--- config.mk ---
export PLATFORM = sky130hd
export DESIGN_NAME = req_buffer
export DESIGN_NICKNAME = d
export VERILOG_FILES = /design/src/rtl/soc_pkg.sv /design/src/rtl/req_buffer.sv
export VERILOG_INCLUDE_DIRS = /design/src /design/src/rtl
export SDC_FILE = /design/constraint.sdc
export NUM_CORES = 1
export LEC_CHECK = 0
export BUFFER_PORTS_ARGS = -buffer_cell sky130_fd_sc_hd__buf_2
export CAP_MARGIN = 20
export CORE_ASPECT_RATIO = 0.5
export CORE_MARGIN = 8
export CORE_UTILIZATION = 52
export CTS_CLUSTER_DIAMETER = 60
export DETAILED_ROUTE_END_ITERATION = 10
export GPL_TIMING_DRIVEN = 1
export PLACE_DENSITY = 0.81
export SLEW_MARGIN = 20
export SYNTH_ARGS = -nofsm -noshare
export SYNTH_HDL_FRONTEND = slang
export SYNTH_SLANG_ARGS = --single-unit
--- constraint.sdc ---
create_clock -name clk -period 5.65 [get_ports clk]
set_input_delay 0.2825 -clock clk [delete_from_list [all_inputs] [get_ports clk]]
set_output_delay 0.2825 -clock clk [all_outputs]
set_load 0.05 [all_outputs]
--- src/rtl/soc_macros.svh ---
// ----------------------------------------------------------
// soc system bus parameters
// bus widths, request buffer depth, memory sizes, region
// codes of address bits 31:28 and the boot ROM content tag
// ----------------------------------------------------------
`ifndef SOC_MACROS_SVH
`define SOC_MACROS_SVH

// bus widths
`define SOC_ADDR_W 32
`define SOC_DATA_W 32

// request buffer entries per master, equal to the initial credits
`define SOC_BUF_DEPTH 2

// memory sizes in words
`define SOC_ROM_WORDS 256
`define SOC_RAM_WORDS 256

// ----------------------------------------------------------
// region codes on address bits 31:28
// ----------------------------------------------------------
`define SOC_REGION_ROM   4'h0
`define SOC_REGION_CLINT 4'h2
`define SOC_REGION_RAM   4'h8

// upper half of every boot ROM word
`define SOC_ROM_TAG 16'hb007

`endif

--- src/rtl/soc_pkg.sv ---
// ----------------------------------------------------------
// soc bus types
// request, response and beat structs, the two-view address
// union and the CLINT register select
// ----------------------------------------------------------
`include "soc_macros.svh"

package soc_pkg;

  // master id, 0 is core and 1 is debug
  typedef logic src_id_t;

  typedef enum logic [1:0] {
    mtime_lo    = 2'd0,
    mtime_hi    = 2'd1,
    mtimecmp_lo = 2'd2,
    mtimecmp_hi = 2'd3
  } clint_reg_e;

  // ----------------------------------------------------------
  // address views
  // ----------------------------------------------------------
  // memory view, used by ROM and RAM
  typedef struct packed {
    logic [3:0]               region;
    logic [`SOC_ADDR_W-15:0]  pad;
    logic [7:0]               idx;
    logic [1:0]               offset;
  } mem_addr_t;

  // CLINT view, padding overlaps the memory word index
  typedef struct packed {
    logic [3:0]              region;
    logic [`SOC_ADDR_W-9:0]  pad;
    clint_reg_e              sel;
    logic [1:0]              offset;
  } clint_addr_t;

  typedef union packed {
    mem_addr_t   mem;
    clint_addr_t clint;
  } bus_addr_u;

  // ----------------------------------------------------------
  // bus channels
  // ----------------------------------------------------------
  typedef struct packed {
    bus_addr_u                 addr;
    logic                      we;
    logic [`SOC_DATA_W-1:0]    wdata;
    logic [`SOC_DATA_W/8-1:0]  be;
  } bus_req_t;

  typedef struct packed {
    logic [`SOC_DATA_W-1:0] data;
    logic                   err;
    src_id_t                src;
  } bus_rsp_t;

  // what the slaves see, request tagged with its master
  typedef struct packed {
    bus_req_t req;
    src_id_t  src;
  } bus_beat_t;

endpackage

--- src/rtl/req_buffer.sv ---
// ----------------------------------------------------------
// request buffer for one master port
// circular FIFO that returns one credit per popped entry
// ----------------------------------------------------------
module req_buffer #(
  parameter int DEPTH = 2
) (
  input  logic              clk,
  input  logic              ndmreset_n,
  input  logic              push_i,
  input  soc_pkg::bus_req_t push_req_i,
  output logic              head_valid_o,
  output soc_pkg::bus_req_t head_o,
  input  logic              pop_i,
  output logic              credit_o
);

  localparam int PTR_W = (DEPTH > 1) ? $clog2(DEPTH) : 1;

  soc_pkg::bus_req_t mem_q [DEPTH];
  logic [PTR_W-1:0]  wr_ptr_q;
  logic [PTR_W-1:0]  rd_ptr_q;
  logic [PTR_W:0]    count_q;
  logic              do_push;
  logic              do_pop;

  assign head_valid_o = (count_q != '0);
  assign head_o       = mem_q[rd_ptr_q];

  // a master with credits never pushes into a full buffer
  assign do_push = push_i && (count_q != (PTR_W+1)'(DEPTH));
  assign do_pop  = pop_i && head_valid_o;

  always_ff @(posedge clk or negedge ndmreset_n) begin
    if (!ndmreset_n) begin
      wr_ptr_q <= '0;
      rd_ptr_q <= '0;
      count_q  <= '0;
      credit_o <= 1'b0;
    end else begin
      // credit goes back the cycle after the entry leaves
      credit_o <= do_pop;
      if (do_push) begin
        wr_ptr_q <= (wr_ptr_q == PTR_W'(DEPTH-1)) ? '0 : wr_ptr_q + 1'b1;
      end
      if (do_pop) begin
        rd_ptr_q <= (rd_ptr_q == PTR_W'(DEPTH-1)) ? '0 : rd_ptr_q + 1'b1;
      end
      if (do_push && !do_pop) begin
        count_q <= count_q + 1'b1;
      end else if (do_pop && !do_push) begin
        count_q <= count_q - 1'b1;
      end
    end
  end

  // entry storage
  always_ff @(posedge clk) begin
    if (do_push) begin
      mem_q[wr_ptr_q] <= push_req_i;
    end
  end

endmodule

==> flow_summary_export.csv <==
group,metric,value,unit
finish,fin_nets,468,
synthesis,syn_area,5560,sq um
synthesis,postSynthAreaPerCell,23.6,sq um
clock_network,insertion_delay,390,ps
worst_setup_path,worstPathRequired,5370,ps
worst_setup_path,cp_max_fo,36,
finish,syn_to_final_growth,24.6,%
route,vias,2656,
power_and_ir_drop,ir_drop,0.342,mV
min_path,hold_class,"input port to flip-flop",
sta,setup_ws,2860,ps
sta,finalSetupViolCount,0,
sta,setup-tns-final,0,ps
sta,fmax,359,MHz
worst_setup_path,reg2reg_slack,3370,ps
power_and_ir_drop,switchingPower,1.74,mW
sta,worst_pin_slew,827,ps
power_and_ir_drop,p_leak,2.82,nW
flow_run,drv_cap,0,
finish,n_antenna_cell,0,
worst_setup_path,cp_slowest_stage_delay,850,ps
sta,fin_crit,2790,ps
power_and_ir_drop,p_int,2.72,mW
global_route,grt_pass1_wl,15.9,mm
worst_setup_path,slowest_stage,"dfrtp_4",
die,fp.dieW,162,microns
synthesis,ys_seq_area_share,76.8,%
route,via_per_inst,4.86,
power_and_ir_drop,p_per_area,643,nW/um^2
die,die_h,89.1,microns
clock_network,root_buffer,"clkbuf_16",
sta,skew,6.28,ps
placed_design,place_ws,3270,ps
worst_setup_path,crit_path_end_kind,"output pin",
sta,final_max_slew_viol_count,0,
synthesis,synth_top_cell_by_area,"edfxtp_1",
finish,fill_cells,673,
global_route,global_route.overflow_total,0,
global_route,antenna_found_initial,0,
clock_network,path_clk_slew,50,ps
global_route,grt_max_degree,43,
synthesis,ys_seq_elements,143,
power_and_ir_drop,seqPwrFrac,35.7,%
die,io_pins,144,
worst_setup_path,cp_cell_sequence,"buf_4, mux2_4, buf_2",
synthesis,synthTopCellsByArea,"edfxtp_1 (75%), mux2_4 (19%), buf_12 (2.5%)",
route,drc,0,
sta,relSlewSlack,44.7,%
sta,final_hold_viol_count,0,
placed_design,gp_congestion,0.676,
synthesis,syn-num-nets,310,
clock_network,clk_path_buf_depth,2,
die,core_area,10300,sq um
route,drt-initial-drc-count,118,
synthesis,synthCells,236,
status,status,"finished clean",
clock_network,cts.htree.levels,4,
synthesis,synth_top_flop_cell,"edfxtp_1",
clock_network,cts_tree,"done",
synthesis,netlist.area_leader.share,74.5,%
synthesis,synth_warnings,0,
die,start_util,53.9,%
synthesis,synth_edf_count,138,
clock_network,cts_buffers,17,
worst_setup_path,arrival,2500,ps
route,wl_per_cell,18.8,microns
die,die_area,14500,sq um
global_route,track_usage,14.6,%
route,drtAntennaViolNets,0,
placed_design,place_hpwl,7.34,mm
worst_setup_path,cp_num_buf_inv,2,
power_and_ir_drop,p_comb_share,40.2,%
placed_design,port_buffers,143,
global_route,grt_pass1_vias,3045,
synthesis,ys_top_cells_by_count,"edfxtp_1 (138), mux2_4 (69), buf_12 (7), dfrtp_1 (5)",
route,drt-total-wl,10.3,mm
worst_setup_path,worstSetupStartpointType,"flip-flop",
die,rows,26,
finish,drive_above_1_share,60.4,%
sta,finalCritPeriodShare,49.3,%
synthesis,yosysMostFrequentCell,"edfxtp_1",
synthesis,synth-async-reset-ratio,3.50,%
synthesis,yosysUniqueCellTypes,13,
worst_setup_path,crit_family,"buffers and inverters",
clock_network,clkSinkCount,143,
power_and_ir_drop,clkPwrFrac,24.0,%
route,first_pass_iters,4,
worst_setup_path,path_class,"flip-flop to output pin",
power_and_ir_drop,p_sw_share,39.0,%
sta,rsz0062_at_grt,"false",
-- power by group through the flow --
stage / combinational [mW] / clock (mW) / sequential (mW)
after floorplan: 1.63 / 0 / 1.55
final: 1.79 / 1.07 / 1.59
after detailed placement: 1.81 / 0 / 1.62
after CTS: 1.82 / 1.09 / 1.60
after global routing: 1.87 / 1.13 / 1.62
after global placement: 1.78 / 0 / 1.59
-- area by class of cell --
class / count / area [sq um] / area share, %
clock buffer: 18 / 429 / 6.19
clock inverter: 14 / 149 / 2.15
inverter: 4 / 15.0 / 0.217
multi-input combinational: 81 / 1140 / 16.4
sequential: 143 / 4270 / 61.7
tap: 140 / 175 / 2.53
timing repair buffer: 147 / 748 / 10.8
-- stage by stage --
step	total power, mW	utilization [%]	hold slack (ps)	std cells	instance area, sq um
after floorplan	3.18	-	-13.1	236	5560
after global placement	3.37	61.5	104	514	6340
after detailed placement	3.43	61.5	105	514	6340
after CTS	4.50	67.2	59.7	547	6930
after global routing	4.63	67.2	57.8	547	6930
final	4.46	67.2	78.9	547	6930
-- cell families after synthesis --
kind of cell | synth area share [%]
AND/OR/NAND/NOR | 0.428
buffers and inverters | 2.99
adder cells (fa/ha/maj) | 0.225
AO/OA/AOI/OAI | 0.158
multiplexers | 18.6
flip-flops | 76.8
XOR/XNOR | 0.788
-- flip-flops by register name, indices dropped and copies added, names as in the netlist --
register,cells
count_q,2
credit_o,1
mem_q,138
rd_ptr_q,1
wr_ptr_q,1
-- layer usage --
layer	wire [microns]	up-vias	global-route usage, %
li1	-	1236	-
met3	480	4	4.00
met1	3680	1350	14.5
met4	76	0	5.75
met2	6070	66	28.9
met5	0	-	0
-- worst paths after layout --
kind,from,to,cells past startpoint
max,rd_ptr_q,head_o[24],3
min,push_req_i[30],mem_q[0][30],1
min reg2reg,count_q[1],count_q[1],2
min in group asynchronous,ndmreset_n,credit_o,2
max reg2reg,count_q[1],mem_q[1][5],4
max in group asynchronous,ndmreset_n,rd_ptr_q,2
-- layout by cell type (no fill, tap or decap), drive strengths merged --
cell         netlist  routed
clkinv             0       7
xor2               1       1
ha                 1       1
inv                4       4
or2                1       1
dfrtp              5       5
o21ai              1       1
clkinvlp           0       4
clkbuf             0      18
dlygate4sd3        0       1
mux2              69      69
buf                8     146
nor2               3       3
edfxtp           138     138
xnor2              4       4
bufinv             0       3
nand2              1       1
-- timing repair --
item,CTS,global route
endpoints found under the hold margin,5,0
hold buffers,1,0
setup buffers,0,0
setup endpoints to repair,0,0
resized for setup,0,0
Note: power is estimated with default switching activity, not from simulation.
