==> config.mk <==
export PLATFORM = sky130hd
export DESIGN_NAME = system_bus
export DESIGN_NICKNAME = d
export VERILOG_FILES = /design/src/rtl/soc_pkg.sv /design/src/rtl/system_bus.sv
export VERILOG_INCLUDE_DIRS = /design/src /design/src/rtl
export SDC_FILE = /design/constraint.sdc
export NUM_CORES = 1
export LEC_CHECK = 0
export ABC_CLOCK_PERIOD_IN_PS = 3750
export BUFFER_PORTS_ARGS = -buffer_cell sky130_fd_sc_hd__buf_2
export CAP_MARGIN = 20
export CELL_PAD_IN_SITES_DETAIL_PLACEMENT = 2
export CELL_PAD_IN_SITES_GLOBAL_PLACEMENT = 2
export CORE_AREA = 2 2 154 156
export DETAILED_ROUTE_END_ITERATION = 12
export DIE_AREA = 0 0 156 158
export PLACE_DENSITY_LB_ADDON = 0.1
export SYNTH_ARGS = -nofsm -noshare
export SYNTH_HDL_FRONTEND = slang
export SYNTH_SLANG_ARGS = --single-unit
==> constraint.sdc <==
create_clock -name clk -period 3.75 [get_ports clk]
set_clock_uncertainty 0.05 [all_clocks]
set_input_delay 0.75 -clock clk [delete_from_list [all_inputs] [get_ports clk]]
set_output_delay 0.75 -clock clk [all_outputs]
set_load 0.03 [all_outputs]
==> src/rtl/soc_macros.svh <==
// ----------------------------------------------------------
// soc system bus parameters
// bus widths, request buffer depth, memory sizes, region
// codes of address bits 31:28 and the boot ROM content tag
// ----------------------------------------------------------
`ifndef SOC_MACROS_SVH
`define SOC_MACROS_SVH

// bus widths
`define SOC_ADDR_W 32
`define SOC_DATA_W 32

// request buffer entries per master, equal to the initial credits
`define SOC_BUF_DEPTH 2

// memory sizes in words
`define SOC_ROM_WORDS 256
`define SOC_RAM_WORDS 256

// ----------------------------------------------------------
// region codes on address bits 31:28
// ----------------------------------------------------------
`define SOC_REGION_ROM   4'h0
`define SOC_REGION_CLINT 4'h2
`define SOC_REGION_RAM   4'h8

// upper half of every boot ROM word
`define SOC_ROM_TAG 16'hb007

`endif

==> src/rtl/soc_pkg.sv <==
// ----------------------------------------------------------
// soc bus types
// request, response and beat structs, the two-view address
// union and the CLINT register select
// ----------------------------------------------------------
`include "soc_macros.svh"

package soc_pkg;

  // master id, 0 is core and 1 is debug
  typedef logic src_id_t;

  typedef enum logic [1:0] {
    mtime_lo    = 2'd0,
    mtime_hi    = 2'd1,
    mtimecmp_lo = 2'd2,
    mtimecmp_hi = 2'd3
  } clint_reg_e;

  // ----------------------------------------------------------
  // address views
  // ----------------------------------------------------------
  // memory view, used by ROM and RAM
  typedef struct packed {
    logic [3:0]               region;
    logic [`SOC_ADDR_W-15:0]  pad;
    logic [7:0]               idx;
    logic [1:0]               offset;
  } mem_addr_t;

  // CLINT view, padding overlaps the memory word index
  typedef struct packed {
    logic [3:0]              region;
    logic [`SOC_ADDR_W-9:0]  pad;
    clint_reg_e              sel;
    logic [1:0]              offset;
  } clint_addr_t;

  typedef union packed {
    mem_addr_t   mem;
    clint_addr_t clint;
  } bus_addr_u;

  // ----------------------------------------------------------
  // bus channels
  // ----------------------------------------------------------
  typedef struct packed {
    bus_addr_u                 addr;
    logic                      we;
    logic [`SOC_DATA_W-1:0]    wdata;
    logic [`SOC_DATA_W/8-1:0]  be;
  } bus_req_t;

  typedef struct packed {
    logic [`SOC_DATA_W-1:0] data;
    logic                   err;
    src_id_t                src;
  } bus_rsp_t;

  // what the slaves see, request tagged with its master
  typedef struct packed {
    bus_req_t req;
    src_id_t  src;
  } bus_beat_t;

endpackage

==> src/rtl/system_bus.sv <==
// ----------------------------------------------------------
// system bus
// round-robin arbiter over two buffer heads, region decode,
// registered beat to the slaves and response steering
// ----------------------------------------------------------
`include "soc_macros.svh"

module system_bus (
  input  logic                    clk,
  input  logic                    ndmreset_n,
  input  logic [1:0]              head_valid_i,
  input  soc_pkg::bus_req_t [1:0] head_i,
  output logic [1:0]              pop_o,
  output soc_pkg::bus_beat_t      beat_o,
  output logic                    rom_sel_o,
  output logic                    clint_sel_o,
  output logic                    ram_sel_o,
  input  soc_pkg::bus_rsp_t       rom_rsp_i,
  input  soc_pkg::bus_rsp_t       clint_rsp_i,
  input  soc_pkg::bus_rsp_t       ram_rsp_i,
  input  logic                    rom_rsp_valid_i,
  input  logic                    clint_rsp_valid_i,
  input  logic                    ram_rsp_valid_i,
  output logic [1:0]              rsp_valid_o,
  output soc_pkg::bus_rsp_t [1:0] rsp_o
);

  soc_pkg::src_id_t  last_q;
  soc_pkg::src_id_t  win;
  soc_pkg::src_id_t  err_src_q;
  soc_pkg::bus_req_t win_req;
  soc_pkg::bus_rsp_t err_rsp;
  soc_pkg::bus_rsp_t rsp;
  logic              any_req;
  logic [3:0]        region;
  logic              hit_rom;
  logic              hit_clint;
  logic              hit_ram;
  logic              err_sel_q;
  logic              err_valid_q;
  logic              any_rsp;

  // ----------------------------------------------------------
  // arbitration
  // ----------------------------------------------------------
  // on a tie the master not granted last time wins
  always_comb begin
    if (head_valid_i == 2'b11) begin
      win = ~last_q;
    end else if (head_valid_i[1]) begin
      win = 1'b1;
    end else begin
      win = 1'b0;
    end
  end

  assign any_req = |head_valid_i;
  assign pop_o   = any_req ? (2'b01 << win) : 2'b00;
  assign win_req = head_i[win];

  // region decode, ROM writes fall through to the error path
  assign region    = win_req.addr.mem.region;
  assign hit_rom   = (region == `SOC_REGION_ROM) && !win_req.we;
  assign hit_clint = (region == `SOC_REGION_CLINT);
  assign hit_ram   = (region == `SOC_REGION_RAM);

  always_ff @(posedge clk or negedge ndmreset_n) begin
    if (!ndmreset_n) begin
      last_q      <= 1'b1;
      rom_sel_o   <= 1'b0;
      clint_sel_o <= 1'b0;
      ram_sel_o   <= 1'b0;
      err_sel_q   <= 1'b0;
      err_valid_q <= 1'b0;
    end else begin
      rom_sel_o   <= any_req && hit_rom;
      clint_sel_o <= any_req && hit_clint;
      ram_sel_o   <= any_req && hit_ram;
      err_sel_q   <= any_req && !(hit_rom || hit_clint || hit_ram);
      // error answer lines up with the slaves' one-cycle delay
      err_valid_q <= err_sel_q;
      if (any_req) begin
        last_q <= win;
      end
    end
  end

  always_ff @(posedge clk) begin
    if (any_req) begin
      beat_o.req <= win_req;
      beat_o.src <= win;
    end
    err_src_q <= beat_o.src;
  end

  // ----------------------------------------------------------
  // response steering
  // ----------------------------------------------------------
  assign err_rsp.data = '0;
  assign err_rsp.err  = 1'b1;
  assign err_rsp.src  = err_src_q;

  // only one select per cycle, so at most one of these is valid
  always_comb begin
    if (rom_rsp_valid_i) begin
      rsp = rom_rsp_i;
    end else if (clint_rsp_valid_i) begin
      rsp = clint_rsp_i;
    end else if (ram_rsp_valid_i) begin
      rsp = ram_rsp_i;
    end else begin
      rsp = err_rsp;
    end
  end

  assign any_rsp     = rom_rsp_valid_i || clint_rsp_valid_i || ram_rsp_valid_i || err_valid_q;
  assign rsp_valid_o = any_rsp ? (2'b01 << rsp.src) : 2'b00;
  assign rsp_o       = {rsp, rsp};

endmodule

==> flow_metrics.py <==
metrics = {
    "floorplanning": {
        "initial_core_util_pct": 18.3,
        "placement_rows": 56,
        "num_io_pins": 392,
        "die_x_um": 156,
        "fp.coreArea_um2": 23100,
        "floorplan.die_area_um2": 24600,
        "die_height_um": 158,
    },
    "detailed_routing": {
        "viasPerCell": 4.22,
        "drt_iter0_drc": 145,
        "drc_errors": 0,
        "drt_pre_antenna_iters": 4,
        "number_of_vias_in_the_routed_layout": 4178,
        "drt_total_wl_um": 18800,
        "post_dr_wirelength_cell_um": 19.0,
        "final_antenna_net_count": 0,
    },
    "clock_network": {
        "cts.repair_timing.setup_buffer_count": 0,
        "clock_path_buffers": 2,
        "cts_sinks": 77,
        "clock_tree_from_tritoncts": "built",
        "root_buffer": "sky130_fd_sc_hd__clkbuf_16",
        "cts.hold.buffers_added": 0,
        "ctsResizeCount": 0,
        "htree_levels": 3,
        "clkSlewWorstSetupHoldPaths_ps": 60,
        "tritoncts.num_buffers": 9,
        "source_to_sink_clock_delay_at_the_later_pin_of_the_worst_skew_pair_ps": 330,
    },
    "worst_setup_path": {
        "crit_arrival_ps": 2310,
        "crit_path_frequent_cell": "sky130_fd_sc_hd__buf_2",
        "setup.worst_path.end_class": "primary output",
        "critPathLaunchType": "primary input",
        "worst_ep_required_time_ps": 2950,
        "timing_worst_setup_path_type": "in -> out",
        "path_cells": "buf_2, nor2b_2, buf_12, a22oi_1, o21ai_0, buf_2",
        "critical-path-slowest-cell": "sky130_fd_sc_hd__o21ai_0",
        "critical_path.top_delay_family": "buffers and inverters",
        "worst_path_largest_cell_delay_ps": 340,
        "worstPathBufferInverterCount": 3,
        "worst-path-max-fanout": 35,
    },
    "global_route": {
        "gr-total-overflow": 0,
        "grt_max_degree": 72,
        "via_count_of_the_first_global_routing_pass": 4605,
        "number_of_antenna_violations_at_the_first_check_in_global_routing": 5,
        "global_route.usage.total_pct": 14.4,
        "grt_pass1_wl_um": 26700,
    },
    "power_and_ir_drop": {
        "power_per_cell_area_nw_per_um2": 415,
        "max-vdd-ir-drop_mv": 0.226,
        "leakage_nw": 3.10,
    },
    "synthesis": {
        "synth_mux_area_share_pct": 19.6,
        "ys_seq_elements": 77,
        "seq_area_frac_synth_pct": 54.0,
        "synth-xor-area-share_pct": 0,
        "yosysMostFrequentCell": "sky130_fd_sc_hd__edfxtp_1",
        "synth_common_cells": "sky130_fd_sc_hd__edfxtp_1 (70), sky130_fd_sc_hd__mux2_2 (69), sky130_fd_sc_hd__buf_4 (40), sky130_fd_sc_hd__nand2_1 (34), sky130_fd_sc_hd__o21ai_0 (34)",
        "mapped_avg_cell_area_um2": 12.4,
        "yosys.area.top_type": "sky130_fd_sc_hd__edfxtp_1",
        "post_synth_fa_ha_maj_area_fraction_pct": 0,
        "synth-compound-area-share_pct": 11.6,
        "synth_enable_flop_cells": 70,
        "async_reset_ff_share_pct": 7.79,
        "syn_inst": 339,
        "dominantRegCellSynth": "sky130_fd_sc_hd__edfxtp_1",
        "syn-num-nets": 586,
        "synthesis.area_um2": 4210,
        "synth.yosys.warnings": 0,
        "post-synth-top-area-fraction_pct": 49.9,
        "synth_simple_gate_area_share_pct": 5.26,
        "synth_top_family_by_area": "multiplexers",
        "post_synth_main_area_contributors": "sky130_fd_sc_hd__edfxtp_1 (50%), sky130_fd_sc_hd__mux2_2 (18%), sky130_fd_sc_hd__buf_4 (7.1%), sky130_fd_sc_hd__a22oi_1 (5.4%), sky130_fd_sc_hd__o21ai_0 (4.0%)",
        "yosys.cell_types.count": 34,
    },
    "sta": {
        "report.final.setup_viol": 0,
        "tightest_slew_ps": 748,
        "rsz_0062_raised_after_global_routing": "no",
        "final_tns_setup_ps": 0,
        "final_hold_violating_endpoints": 0,
        "layout_worst_path_cycle_share_pct": 82.9,
        "hold_ws_ps": 176,
        "slew_headroom_pct": 50.1,
        "shortest_clock_period_the_worst_path_allows_after_layout_ps": 3110,
        "maxSlewViolCount": 0,
        "fmax_mhz": 322,
    },
    "run_status": {
        "status": "finished, final reports clean",
    },
    "layout": {
        "final_net_count": 939,
        "layout-area-overhead-vs-synth_pct": 54.9,
        "fin_area_um2": 6520,
        "finalCoreUtilization_pct": 28.3,
        "post_route_cells_drive_above_1_share_pct": 70.2,
    },
    "placed_design": {
        "detailed_place.area_um2": 6240,
        "dp_hpwl_um": 15500,
        "routabilityCongestion": 0.729,
        "numPortBuffers": 391,
    },
    "run": {
        "cap_violations": 0,
    },
    "min_path": {
        "worstHoldPathType": "in -> async",
    },
}
-- state kept, by name (all words and copies together), names as in the netlist --
name         count
ram_sel_o        1
beat_o          70
rom_sel_o        1
err_sel_q        1
clint_sel_o      1
last_q           1
err_src_q        1
err_valid_q      1
-- per-stage QoR --
stage               setup WS [ps]  std cells  power (mW)
floorplan                     540        339        1.62
finish                        640        989        2.70
detailed placement            597        971        1.92
global route                  470        988        2.84
CTS                           591        987        2.76
global placement              637        971        1.91
-- logic make-up after synthesis --
kind of cell	Yosys count
flops	77
buf+inv	62
compound gates	76
simple gates	51
mux	73
-- metal layers --
metal | wire length [um] | vias up | GRT usage, %
met5 | 35 | - | 0
met4 | 214 | 6 | 4.02
met3 | 2120 | 18 | 6.38
met2 | 9930 | 234 | 27.1
met1 | 6470 | 1981 | 14.5
li1 | - | 1939 | -
-- area by class of cell --
type                       count  area (um2)
multi-input combinational    200        1540
antenna                        2        5.00
tap                          290         363
sequential                    77        2270
clock inverter                 2        10.0
timing repair buffer         399        2040
inverter                       5        18.8
clock buffer                  14         264
fill                        2631       16500
-- final timing paths --
path / from / endpoint / slack (ps) / depth (start not counted)
max in group asynchronous: ndmreset_n / last_q / 3250 / 1
hold reg to reg: beat_o[0] / err_src_q / 320 / 0
min in group clk: beat_o[0] / err_src_q / 320 / 0
hold / removal: ndmreset_n / rom_sel_o / 180 / 1
setup reg to reg: last_q / beat_o[65] / 1820 / 3
setup / recovery: clint_rsp_valid_i / rsp_o[29] / 640 / 6
-- placed cells by master (no fill, tap or decap), types with 3 or more instances in the layout --
cell / synthesis / layout
sky130_fd_sc_hd__buf_4: 40 / 6
sky130_fd_sc_hd__edfxtp_1: 70 / 70
sky130_fd_sc_hd__clkbuf_1: 12 / 3
sky130_fd_sc_hd__o21ai_0: 34 / 34
sky130_fd_sc_hd__clkbuf_16: 0 / 9
sky130_fd_sc_hd__buf_2: 3 / 391
sky130_fd_sc_hd__nand2_1: 34 / 34
sky130_fd_sc_hd__a22oi_1: 30 / 30
sky130_fd_sc_hd__nor2_1: 7 / 7
sky130_fd_sc_hd__nor3_1: 4 / 4
sky130_fd_sc_hd__inv_1: 4 / 3
sky130_fd_sc_hd__dfrtp_1: 5 / 5
sky130_fd_sc_hd__mux2_2: 69 / 69
-- worst register-to-register path, stage by stage, from the launching register on --
cell and delay (ps):
sky130_fd_sc_hd__dfstp_2 390, sky130_fd_sc_hd__a21boi_4 430, sky130_fd_sc_hd__buf_4 400, sky130_fd_sc_hd__mux2_2 410
-- where the power goes --
part | internal, mW | switching, mW
Clock | 0.483 | 0.334
Combinational | 0.295 | 0.533
Sequential | 1.04 | 0.0212
Power figures use the tool's default switching activity.
