### src/rtl/soc_macros.svh
// ----------------------------------------------------------
// soc system bus parameters
// bus widths, request buffer depth, memory sizes, region
// codes of address bits 31:28 and the boot ROM content tag
// ----------------------------------------------------------
`ifndef SOC_MACROS_SVH
`define SOC_MACROS_SVH

// bus widths
`define SOC_ADDR_W 32
`define SOC_DATA_W 32

// request buffer entries per master, equal to the initial credits
`define SOC_BUF_DEPTH 2

// memory sizes in words
`define SOC_ROM_WORDS 256
`define SOC_RAM_WORDS 256

// ----------------------------------------------------------
// region codes on address bits 31:28
// ----------------------------------------------------------
`define SOC_REGION_ROM   4'h0
`define SOC_REGION_CLINT 4'h2
`define SOC_REGION_RAM   4'h8

// upper half of every boot ROM word
`define SOC_ROM_TAG 16'hb007

`endif

### src/rtl/soc_pkg.sv
// ----------------------------------------------------------
// soc bus types
// request, response and beat structs, the two-view address
// union and the CLINT register select
// ----------------------------------------------------------
`include "soc_macros.svh"

package soc_pkg;

  // master id, 0 is core and 1 is debug
  typedef logic src_id_t;

  typedef enum logic [1:0] {
    mtime_lo    = 2'd0,
    mtime_hi    = 2'd1,
    mtimecmp_lo = 2'd2,
    mtimecmp_hi = 2'd3
  } clint_reg_e;

  // ----------------------------------------------------------
  // address views
  // ----------------------------------------------------------
  // memory view, used by ROM and RAM
  typedef struct packed {
    logic [3:0]               region;
    logic [`SOC_ADDR_W-15:0]  pad;
    logic [7:0]               idx;
    logic [1:0]               offset;
  } mem_addr_t;

  // CLINT view, padding overlaps the memory word index
  typedef struct packed {
    logic [3:0]              region;
    logic [`SOC_ADDR_W-9:0]  pad;
    clint_reg_e              sel;
    logic [1:0]              offset;
  } clint_addr_t;

  typedef union packed {
    mem_addr_t   mem;
    clint_addr_t clint;
  } bus_addr_u;

  // ----------------------------------------------------------
  // bus channels
  // ----------------------------------------------------------
  typedef struct packed {
    bus_addr_u                 addr;
    logic                      we;
    logic [`SOC_DATA_W-1:0]    wdata;
    logic [`SOC_DATA_W/8-1:0]  be;
  } bus_req_t;

  typedef struct packed {
    logic [`SOC_DATA_W-1:0] data;
    logic                   err;
    src_id_t                src;
  } bus_rsp_t;

  // what the slaves see, request tagged with its master
  typedef struct packed {
    bus_req_t req;
    src_id_t  src;
  } bus_beat_t;

endpackage

### src/rtl/clint_timer.sv
// ----------------------------------------------------------
// CLINT timer
// half-rate real-time tick, 64-bit mtime and mtimecmp,
// timer interrupt while mtime has reached mtimecmp
// ----------------------------------------------------------
`include "soc_macros.svh"

module clint_timer (
  input  logic               clk,
  input  logic               ndmreset_n,
  input  logic               sel_i,
  input  soc_pkg::bus_beat_t beat_i,
  output logic               rsp_valid_o,
  output soc_pkg::bus_rsp_t  rsp_o,
  output logic               timer_irq_o
);

  logic                rtc_q;
  logic [63:0]         mtime_q;
  logic [63:0]         mtimecmp_q;
  soc_pkg::clint_reg_e reg_sel;
  logic                wr;

  assign reg_sel = beat_i.req.addr.clint.sel;
  assign wr      = sel_i && beat_i.req.we;

  always_ff @(posedge clk or negedge ndmreset_n) begin
    if (!ndmreset_n) begin
      rtc_q       <= 1'b0;
      mtime_q     <= '0;
      mtimecmp_q  <= '1;
      rsp_valid_o <= 1'b0;
    end else begin
      // tick toggles every cycle, mtime counts while it is high
      rtc_q       <= ~rtc_q;
      rsp_valid_o <= sel_i;
      if (rtc_q) begin
        mtime_q <= mtime_q + 64'd1;
      end
      // mtime writes are dropped
      for (int b = 0; b < `SOC_DATA_W/8; b++) begin
        if (wr && beat_i.req.be[b]) begin
          if (reg_sel == soc_pkg::mtimecmp_lo) begin
            mtimecmp_q[8*b +: 8] <= beat_i.req.wdata[8*b +: 8];
          end else if (reg_sel == soc_pkg::mtimecmp_hi) begin
            mtimecmp_q[32 + 8*b +: 8] <= beat_i.req.wdata[8*b +: 8];
          end
        end
      end
    end
  end

  // ----------------------------------------------------------
  // read response
  // ----------------------------------------------------------
  always_ff @(posedge clk) begin
    if (sel_i) begin
      rsp_o.err <= 1'b0;
      rsp_o.src <= beat_i.src;
      if (beat_i.req.we) begin
        rsp_o.data <= '0;
      end else begin
        case (reg_sel)
          soc_pkg::mtime_lo:    rsp_o.data <= mtime_q[31:0];
          soc_pkg::mtime_hi:    rsp_o.data <= mtime_q[63:32];
          soc_pkg::mtimecmp_lo: rsp_o.data <= mtimecmp_q[31:0];
          default:              rsp_o.data <= mtimecmp_q[63:32];
        endcase
      end
    end
  end

  assign timer_irq_o = (mtime_q >= mtimecmp_q);

endmodule

### config.mk
export PLATFORM = sky130hd
export DESIGN_NAME = clint_timer
export DESIGN_NICKNAME = d
export VERILOG_FILES = /design/src/rtl/soc_pkg.sv /design/src/rtl/clint_timer.sv
export VERILOG_INCLUDE_DIRS = /design/src /design/src/rtl
export SDC_FILE = /design/constraint.sdc
export NUM_CORES = 1
export LEC_CHECK = 0
export BUFFER_PORTS_ARGS = -buffer_cell sky130_fd_sc_hd__buf_2
export CORE_MARGIN = 5
export CORE_UTILIZATION = 54
export CTS_BUF_LIST = sky130_fd_sc_hd__clkbuf_16
export CTS_CLUSTER_SIZE = 16
export DETAILED_ROUTE_END_ITERATION = 6
export PLACE_DENSITY = 0.83
export SETUP_SLACK_MARGIN = 0.1
export SLEW_MARGIN = 20
export SYNTH_ARGS = -nofsm -noshare
export SYNTH_HDL_FRONTEND = slang
export SYNTH_SLANG_ARGS = --single-unit
export TNS_END_PERCENT = 10
### constraint.sdc
create_clock -name clk -period 5.4 [get_ports clk]
set_input_delay 0.81 -clock clk [delete_from_list [all_inputs] [get_ports clk]]
set_output_delay 0.81 -clock clk [all_outputs]
set_load 0.1 [all_outputs]
==> run metrics, run 1 <==
fin crit share=between 70% and 80%; Routed Antenna Nets=0; Hold-fix buffers, CTS=0; Post-DP HPWL=about 14000 um; register area=4320 sq um; Initial DRC Count=between 400 and 500; pwr dens=approximately 320 nW/um^2; R2R cell count=7; syn avg cell area=roughly 12 sq um; most used flip-flop cell after synthesis=dfrtp_1; Worst Skew=roughly 8.0 ps; clk root buf=clkbuf_16; synthesized netlist cell count=between 700 and 800; Setup TNS=0 ps; post-synthesis sequential area ratio=between 40% and 50%; CP Launch Type=flip-flop; ANT cells=0; H-tree levels=4; end of the critical path=timer_irq_o; CTS buffer count=17; setup violators final=0; Routed WL=just under 20000 um; Post-synth EDFFs=33; max-slew violations=0; Final Hold Viols=0; Worst EP required=roughly 4600 ps; outcome=finished clean; minimum period implied by the final worst setup slack=approximately 3800 ps; yosys warns=0; Port Buffers=between 70 and 80; routed len/inst=roughly 19 um; Worst Path Arrival=3000 ps; die width=~140 um; antenna violations before repair=1; endpoint class of the critical path=output port; Overflow after GRT=0; highest clock rate=between 200 and 300 MHz; Hold Path Class=reg -> reg; global-route wire length before repair=between 30000 and 40000 um; clock slew at reported path FFs=~60 ps; GPL Wtd Cong=about 0.85; clk sink count=about 160; Async SR Flop Fraction=between 70% and 80%; largest net degree at the start of global routing=between 70 and 80; via count=around 5900; DR vias/cell=around 5.7; FP Rows=47; area leader, netlist=dfstp_2; number of global-route vias before repair=~6300; Skew-Pair Late Insertion Delay=between 400 and 500 ps; most common library cells after synthesis=inv_1, dfrtp_1, ha_1, mux2_2, dfstp_2; crit path max fanout=3; total of max-cap violations=0; #FFs+latches synth=around 160; crit path from=mtimecmp_q[57]$_DFFE_PN1P_; Unique masters post-synth=50; leakage=4.60 nW; top cell type's share of synthesized area=18.9%; fill count=1268; P&R area growth vs syn=12.8%; worst reg2reg setup slack=roughly 2800 ps; syn_nets=approximately 860; Resize count post-CTS=0; Initial Utilization=54.4%; Peak VDD IR=between 200 and 300 uV; post-layout util=between 60 and 70%; TritonRoute pass-1 iters=5; CP Class=reg -> out; nets=between 900 and 1000; Multi-input gate area=4240 sq um; Setup Buffers After CTS=0; DRC Markers=0; FF-to-FF End=mtime_q[20]$_DFFE_PN0P_; most common cell in the netlist=inv_1; Least-Margin Pin Slew=963 ps; clk buf depth=2; IO Pins=between 100 and 150; headroom to the max-slew limit=a little over a third; Core ar.=around 16000 sq um; top post-synthesis cells by area=dfstp_2, dfrtp_1, edfxtp_1, ha_1, mux2_2; die area=about 19000 sq um; Netlist Area Pre-Place=~9000 sq um; layout cells sized above 1=between 30 and 40%; Die H=~140 um; Crit Reg-Reg Startpoint=mtime_q[1]$_DFFE_PN0P_; gr usage total=21.0%; CTS tree=yes; RSZ-0062 raised after global routing=false
## where the power goes
group          leakage, nW  switching (mW)  internal (mW)
logic                 2.40           0.368          0.254
registers             1.92          0.0940           1.48
clock network        0.280           0.460          0.595
total                 4.60           0.922           2.33
## flip-flops by register name (all words and copies together), names as in the netlist
signal and cells:
rsp_valid_o 1, mtimecmp_q 64, rtc_q 1, rsp_o 33, mtime_q 64
## worst min path at each step
stage	start	to	cells after the start
after floorplan	mtime_q[63]$_DFFE_PN0P_	mtime_q[63]$_DFFE_PN0P_	1
after global placement	mtime_q[63]$_DFFE_PN0P_	mtime_q[63]$_DFFE_PN0P_	1
after detailed placement	mtime_q[63]$_DFFE_PN0P_	mtime_q[63]$_DFFE_PN0P_	1
after CTS	mtime_q[63]$_DFFE_PN0P_	mtime_q[63]$_DFFE_PN0P_	1
after global routing	mtime_q[63]$_DFFE_PN0P_	mtime_q[63]$_DFFE_PN0P_	1
final	mtime_q[63]$_DFFE_PN0P_	mtime_q[63]$_DFFE_PN0P_	1
## per-stage QoR
| stage | hold slack, ps | area [sq um] | power, mW | setup slack (ps) | std cells |
|---|---|---|---|---|---|
| 2_1_floorplan | 468 | 8890 | 2.04 | 2180 | 724 |
| 3_3_place_gp | 493 | 9520 | 2.17 | 2060 | 1010 |
| 3_5_place_dp | 498 | 9520 | 2.20 | 2010 | 1010 |
| 4_1_cts | 510 | 10000 | 3.27 | 1570 | 1042 |
| 5_1_grt | 533 | 10000 | 3.40 | 1430 | 1042 |
| 6_report | 509 | 10000 | 3.25 | 1590 | 1042 |
## logic make-up (layout without fill, tap and decap cells)
| family | Yosys count | count (layout) | synth area share [%] |
|---|---|---|---|
| multiplexers | 97 | 97 | 16.3 |
| AND/OR/NAND/NOR | 198 | 198 | 12.4 |
| AO/OA/AOI/OAI | 50 | 50 | 3.52 |
| XOR/XNOR | 63 | 63 | 6.20 |
| flip-flops | 163 | 163 | 48.6 |
| adder cells (fa/ha/maj) | 65 | 65 | 9.14 |
| buffers and inverters | 87 | 185 | 3.73 |
| other | 1 | 1 | 0.0422 |
## area by class of cell
class	instances	area share [%]
multi-input cells	474	42.2
clock inverters	14	0.586
inverters	73	2.73
well taps	220	2.74
flip-flops and latches	163	43.1
repair buffers	80	4.11
clock buffers	18	4.49
## layout by cell type, fill, tap and decap left out, drive strengths merged, types with 2 or more instances in the layout
| cell type | count |
|---|---|
| buf | 80 |
| o211ai | 2 |
| nand4 | 36 |
| o21ai | 7 |
| nor2b | 32 |
| a21o | 9 |
| nand2 | 50 |
| mux2 | 65 |
| dfrtp | 66 |
| nand2b | 2 |
| or4 | 3 |
| or2 | 2 |
| clkinv | 6 |
| and3 | 8 |
| nor4 | 5 |
| clkbuf | 18 |
| and4 | 4 |
| edfxtp | 33 |
| xor2 | 17 |
| nand3 | 17 |
| inv | 81 |
| nor2 | 28 |
| o21a | 2 |
| dfstp | 64 |
| nor3 | 5 |
| xnor2 | 46 |
| a21oi | 22 |
| mux4 | 32 |
| a221oi | 3 |
| ha | 65 |
| or3 | 2 |
## metal layers
layer | global-route usage, % | wire (um) | share of wire [%]
met1 | 26.6 | 8250 | 43
met2 | 34.6 | 9540 | 49
met3 | 5.46 | 1000 | 5.2
met4 | 8.37 | 586 | 3.0
met5 | 0 | 8 | 0.041
## worst max-delay path: stages, from the launching register on
cell and delay [ps]:
dfstp_2 550, inv_1 50, ha_1 300, a21o_1 190
a21o_1 170, a21oi_1 260, o211ai_1 180, a221oi_1 410
nand2_1 150, buf_2 320
No activity file was read; power rests on OpenSTA's default activity.
==> run 2, diff against run 1 <==
- clock period: 5.4 -> 3.7 ns (I/O delays scaled with it)
==> run 2 against run 1 <==
  * Utilization rose by 0.79 points
  * Total power grew 51%
  * Register-to-register slack got worse by 1700 ps
  * Combinational power increased by 47%
  * Critical path depth unchanged
  * Setup slack got worse by 1300 ps
  * Sequential power increased by 46%
  * Routed wire length down 0.19%
  * Critical path type unchanged
  * Largest cell class unchanged
  * Largest power group unchanged
  * Highest routed layer is now met4
==> run metrics, run 2 (synthesis gave the netlist of run 1 again) <==
Routed WL=19300 um (-0.19%); P&R area growth vs syn=14.3%; nets=952 (+0.53%); leakage=4.62 nW (+0.50%); final worst slack=269 ps (-1320 ps); fin crit share=between 90% and 100%; Worst EP required=3140 ps (-1450 ps); die width=138 um (unchanged); Port Buffers=77 (unchanged); clock slew at reported path FFs=60 ps (about the same); via count=5971 (+0.52%); total power=4.92 mW (+51%); Cell Int Power=3.53 mW (+52%); Clock Power Share=34.7% (+2.2 points); largest net degree at the start of global routing=56 (-28%); Worst Skew=4.87 ps (-3.08 ps); max-slew violations=0 (unchanged); IO Pins=109 (unchanged); minimum period implied by the final worst setup slack=roughly 3400 ps; Post-Place Setup Slack=592 ps (-1420 ps); Hold-fix buffers, CTS=0 (unchanged); Core ar.=16300 sq um (unchanged); worst reg2reg setup slack=1090 ps (-1700 ps); crit path from=mtimecmp_q[57]$_DFFE_PN1P_; post-layout util=62.2% (+0.79 points); Least-Margin Pin Slew=678 ps (-285 ps); CTS buffer count=17 (unchanged); Routed Antenna Nets=0 (unchanged); Setup TNS=0 ps (unchanged); clk root buf=clkbuf_16; CP Class=reg -> out; Skew-Pair Late Insertion Delay=430 ps (about the same); routed len/inst=18.5 um (-0.76%); Initial Utilization=54.4% (unchanged); setup violators final=0 (unchanged); Final Hold Viols=0 (unchanged); number of global-route vias before repair=6200 (-2.0%); Worst Path Arrival=2880 ps (-120 ps); Switching Share=28.2% (-0.16 points); H-tree levels=4 (unchanged); R2R cell count=7 (unchanged); total of max-cap violations=0 (unchanged); dpl cells=1015 (+0.50%); crit path max fanout=3 (unchanged); layout cells sized above 1=34.5% (+1.1 points); Resize count post-CTS=0 (unchanged); RSZ-0062 raised after global routing=false; GPL Wtd Cong=0.881 (+4.1%); Peak VDD IR=359 uV (+42%); Post-DP HPWL=14200 um (+2.1%); non-filler cells, final=1048 (+0.58%); highest clock rate=291 MHz; CP Launch Type=flip-flop; TritonRoute pass-1 iters=5 (unchanged); outcome=finished clean; clk sink count=163 (unchanged); Crit Reg-Reg Startpoint=mtime_q[1]$_DFFE_PN0P_; pwr dens=484 nW/um^2 (+49%); Setup Buffers After CTS=0 (unchanged); clk buf depth=2 (unchanged); Psw=1.39 mW (+51%); commonest non-fill, non-tap cells in the layout=buf_2, inv_1, dfrtp_1, mux2_2, ha_1; Combinational Power Share=18.6% (-0.6 points); Largest regs=mtime_q: 64 flops, mtimecmp_q: 64 flops, rsp_o: 33 flops; FP Rows=47 (unchanged); Seq pwr share=46.6% (-1.8 points); Initial DRC Count=486 (+2.3%); endpoint class of the critical path=output port; gr usage total=20.8% (-0.17 points); DRC Markers=0 (unchanged); Hold Path Class=in -> async; die area=19100 sq um (unchanged); headroom to the max-slew limit=54.8% (+19 points); Die H=138 um (unchanged); Overflow after GRT=0 (unchanged); global-route wire length before repair=32100 um (-0.81%); FF-to-FF End=mtime_q[24]$_DFFE_PN0P_; CTS tree=yes; most common cell after layout, fill and taps aside=buf_2; antenna violations before repair=0 (-1); DR vias/cell=5.70 (about the same)
## run 2: cell count changes in the layout (fill, tap and decap cells not counted), sizes merged
cell      before  now
bufinv         0    1
inv           81   75
clkinvlp       0    3
diode          0    1
buf           80   85
clkinv         6    7
clkbuf        18   19
## run 2: how the worst max path moves through the flow
stage,to,slack (ps),depth (start not counted)
after global placement,timer_irq_o,660,8
after CTS,timer_irq_o,110,9
after floorplan,timer_irq_o,730,7
after detailed placement,timer_irq_o,590,9
final,timer_irq_o,270,9
after global routing,timer_irq_o,110,9
## run 2: stage by stage
step | area, sq um | hold slack, ps
final | 10200 | 165
after global routing | 10200 | 218
after CTS | 10200 | 173
after detailed placement | 9570 | 517
after global placement | 9570 | 500
after floorplan | 8890 | 259
## run 2: layout make-up
class                      instances  area [sq um]
sequential                       163          4320
fill                            1251          6180
multi-input combinational        474          4250
tap                              220           275
inverter                          73           274
antenna                            1          2.50
clock buffer                      19           475
timing repair buffer              85           463
clock inverter                    13           104
## run 2: power by group through the flow
stage          Combinational, mW  Clock, mW  Sequential (mW)
4_1_cts                    0.917       1.73             2.29
5_1_grt                    0.998       1.81             2.32
2_1_floorplan              0.503          0             2.48
6_report                   0.916       1.71             2.29
3_3_place_gp               0.869          0             2.31
3_5_place_dp               0.902          0             2.32
## run 2: metal layers
metal	part of all wire [%]	wire length [um]	up-vias	GRT usage (%)
li1	-	-	2774	-
met1	43	8230	3018	27.4
met2	51	9810	147	34.8
met3	4.8	930	32	4.18
met4	2.0	378	0	7.02
met5	0	0	-	0
## run 2: critical path, stage by stage, from the launching register on
cell	delay, ps
dfstp_2	550
inv_1	50
ha_1	280
a21o_1	180
a21o_1	180
a21oi_1	220
o211ai_1	160
a221oi_1	410
nand2_1	160
buf_4	270
==> run 3, diff against run 2 <==
- CTS_BUF_LIST: sky130_fd_sc_hd__clkbuf_16 -> sky130_fd_sc_hd__clkbuf_4 sky130_fd_sc_hd__clkbuf_8
==> run 3 against run 2 <==
  * Setup slack better by 2.9 ps
  * Routed wire length down 1.1%
  * Die area did not move
  * Global-route usage decreased by 0.074 points
  * Via count is 0.39% lower
  * Utilization fell by 0.76 points
  * Total power is 6.3% lower
  * Final cell count about the same
  * Sequential share of layout area grew 0.54 points
  * First-iteration DRC count is 6.8% lower
  * Maximum frequency about the same
  * Largest power group unchanged
  * Highest routed layer unchanged
==> run metrics, run 3 (synthesis gave the netlist of run 1 again) <==
outcome=finished clean; crit path max fanout=3 (unchanged); CTS buffer count=17 (unchanged); DRC Markers=0 (unchanged); Crit Reg-Reg Startpoint=mtime_q[1]$_DFFE_PN0P_; Peak VDD IR=268 uV (-26%); clk buf depth=2 (unchanged); Hold Path Class=in -> async; antenna violations before repair=0 (unchanged); H-tree levels=4 (unchanged); Worst EP required=3140 ps (about the same); commonest non-fill, non-tap cells in the layout=buf_2, inv_1, mux2_2, ha_1, dfrtp_1; Overflow after GRT=0 (unchanged); Post-DP HPWL=14200 um (unchanged); Port Buffers=77 (unchanged); minimum period implied by the final worst setup slack=3430 ps (-2.88 ps); Worst Skew=7.67 ps (+2.80 ps); TritonRoute pass-1 iters=5 (unchanged); clk sink count=163 (unchanged); number of global-route vias before repair=6118 (-1.3%); CP Launch Type=flip-flop; setup violators final=0 (unchanged); Hold-fix buffers, CTS=0 (unchanged); CP Class=reg -> out; post-layout util=61.4% (-0.76 points); Least-Margin Pin Slew=679 ps (+1.25 ps); Die H=138 um (unchanged); clock slew at reported path FFs=90 ps (+30 ps); Initial Utilization=54.4% (unchanged); crit path from=mtimecmp_q[25]$_DFFE_PN1P_; leakage=4.56 nW (-1.3%); Final Hold Viols=0 (unchanged); via count=5948 (-0.39%); headroom to the max-slew limit=54.7% (-0.083 points); CTS tree=yes; Core ar.=16300 sq um (unchanged); die width=138 um (unchanged); nets=952 (unchanged); Largest regs=mtime_q: 64 flops, mtimecmp_q: 64 flops, rsp_o: 33 flops; DR vias/cell=5.68 (-0.29%); Worst Path Arrival=2870 ps (about the same); Setup TNS=0 ps (unchanged); fin crit share=92.7% (about the same); P&R area growth vs syn=12.9%; ANT cells=0 (-1); die area=19100 sq um (unchanged); IO Pins=109 (unchanged); Routed Antenna Nets=0 (unchanged); worst reg2reg setup slack=1110 ps (+20 ps); gr usage total=20.7% (-0.074 points); Initial DRC Count=453 (-6.8%); GPL Wtd Cong=0.881 (unchanged); RSZ-0062 raised after global routing=false; Setup Buffers After CTS=0 (unchanged); Skew-Pair Late Insertion Delay=470 ps (+40 ps); max-slew violations=0 (unchanged); Post-Place Setup Slack=592 ps (unchanged); most common cell after layout, fill and taps aside=buf_2; routed len/inst=18.3 um (-0.99%); largest net degree at the start of global routing=56 (unchanged); FP Rows=47 (unchanged); endpoint class of the critical path=output port; global-route wire length before repair=31900 um (-0.52%); final worst slack=272 ps (+2.88 ps); pwr dens=459 nW/um^2 (-5.1%); total of max-cap violations=0 (unchanged); clk root buf=clkbuf_8; layout cells sized above 1=35.4% (+0.97 points); highest clock rate=292 MHz (about the same); Routed WL=19100 um (-1.1%)
run 3: cell types whose count changed in the layout (fill, tap and decap cells not counted):
cell,delta
clkbuf_16,-19
clkbuf_8,+21
bufinv_16,+2
nor4_2,+2
a221oi_2,+1
diode_2,-1
dfrtp_2,+1
clkinv_1,-4
nor4_1,-2
dfrtp_1,-1
a221oi_1,-1
run 3: power breakdown:
part	internal (mW)	switching [mW]
clock network	0.741	0.661
logic	0.377	0.539
registers	2.15	0.139
total	3.27	1.34
run 3: worst paths after layout:
| path | endpoint | depth (start not counted) |
|---|---|---|
| max | timer_irq_o | 9 |
| min | mtime_q[37]$_DFFE_PN0P_ | 1 |
| max reg2reg | mtime_q[24]$_DFFE_PN0P_ | 7 |
| min reg2reg | mtime_q[0]$_DFFE_PN0P_ | 1 |
| max in group asynchronous | mtimecmp_q[22]$_DFFE_PN1P_ | 2 |
| min in group clk | rsp_o[0]$_DFFE_PP_ | 1 |
run 3: per-stage QoR:
stage               power, mW  cell area [sq um]  hold slack [ps]  std cells
floorplan                2.98               8890              259        724
finish                   4.61              10000              124       1047
detailed placement       3.22               9570              517       1015
CTS                      4.63              10000              116       1047
global placement         3.18               9570              500       1015
global route             4.83              10000              166       1047
run 3: layout make-up:
type                            instances  area [sq um]
Clock inverter                         11           149
Tap cell                              220           275
Inverter                               73           274
Timing Repair Buffer                   85           463
Sequential cell                       163          4330
Clock buffer                           21           289
Fill cell                            1266          6310
Multi-Input combinational cell        474          4260
run 3: worst max-delay path: stages (launching register included):
cell	delay, ps
dfstp_2	560
inv_1	60
ha_1	300
nand4_1	200
nor3_1	80
a221oi_1	280
o211ai_1	150
o41ai_1	360
nand2_1	140
buf_4	270
run 3: routing by layer:
layer | vias to the layer above | track usage, % | share of wire, %
li1 | 2767 | - | -
met1 | 3000 | 27.6 | 43
met2 | 146 | 34.3 | 50
met3 | 35 | 4.01 | 4.5
met4 | 0 | 7.18 | 2.0
met5 | - | 0 | 0
run 3: repair_timing:
item                       4_1_cts  5_1_grt
setup endpoints to repair        1        1
resized for setup                1        6
pin swaps                        0        0
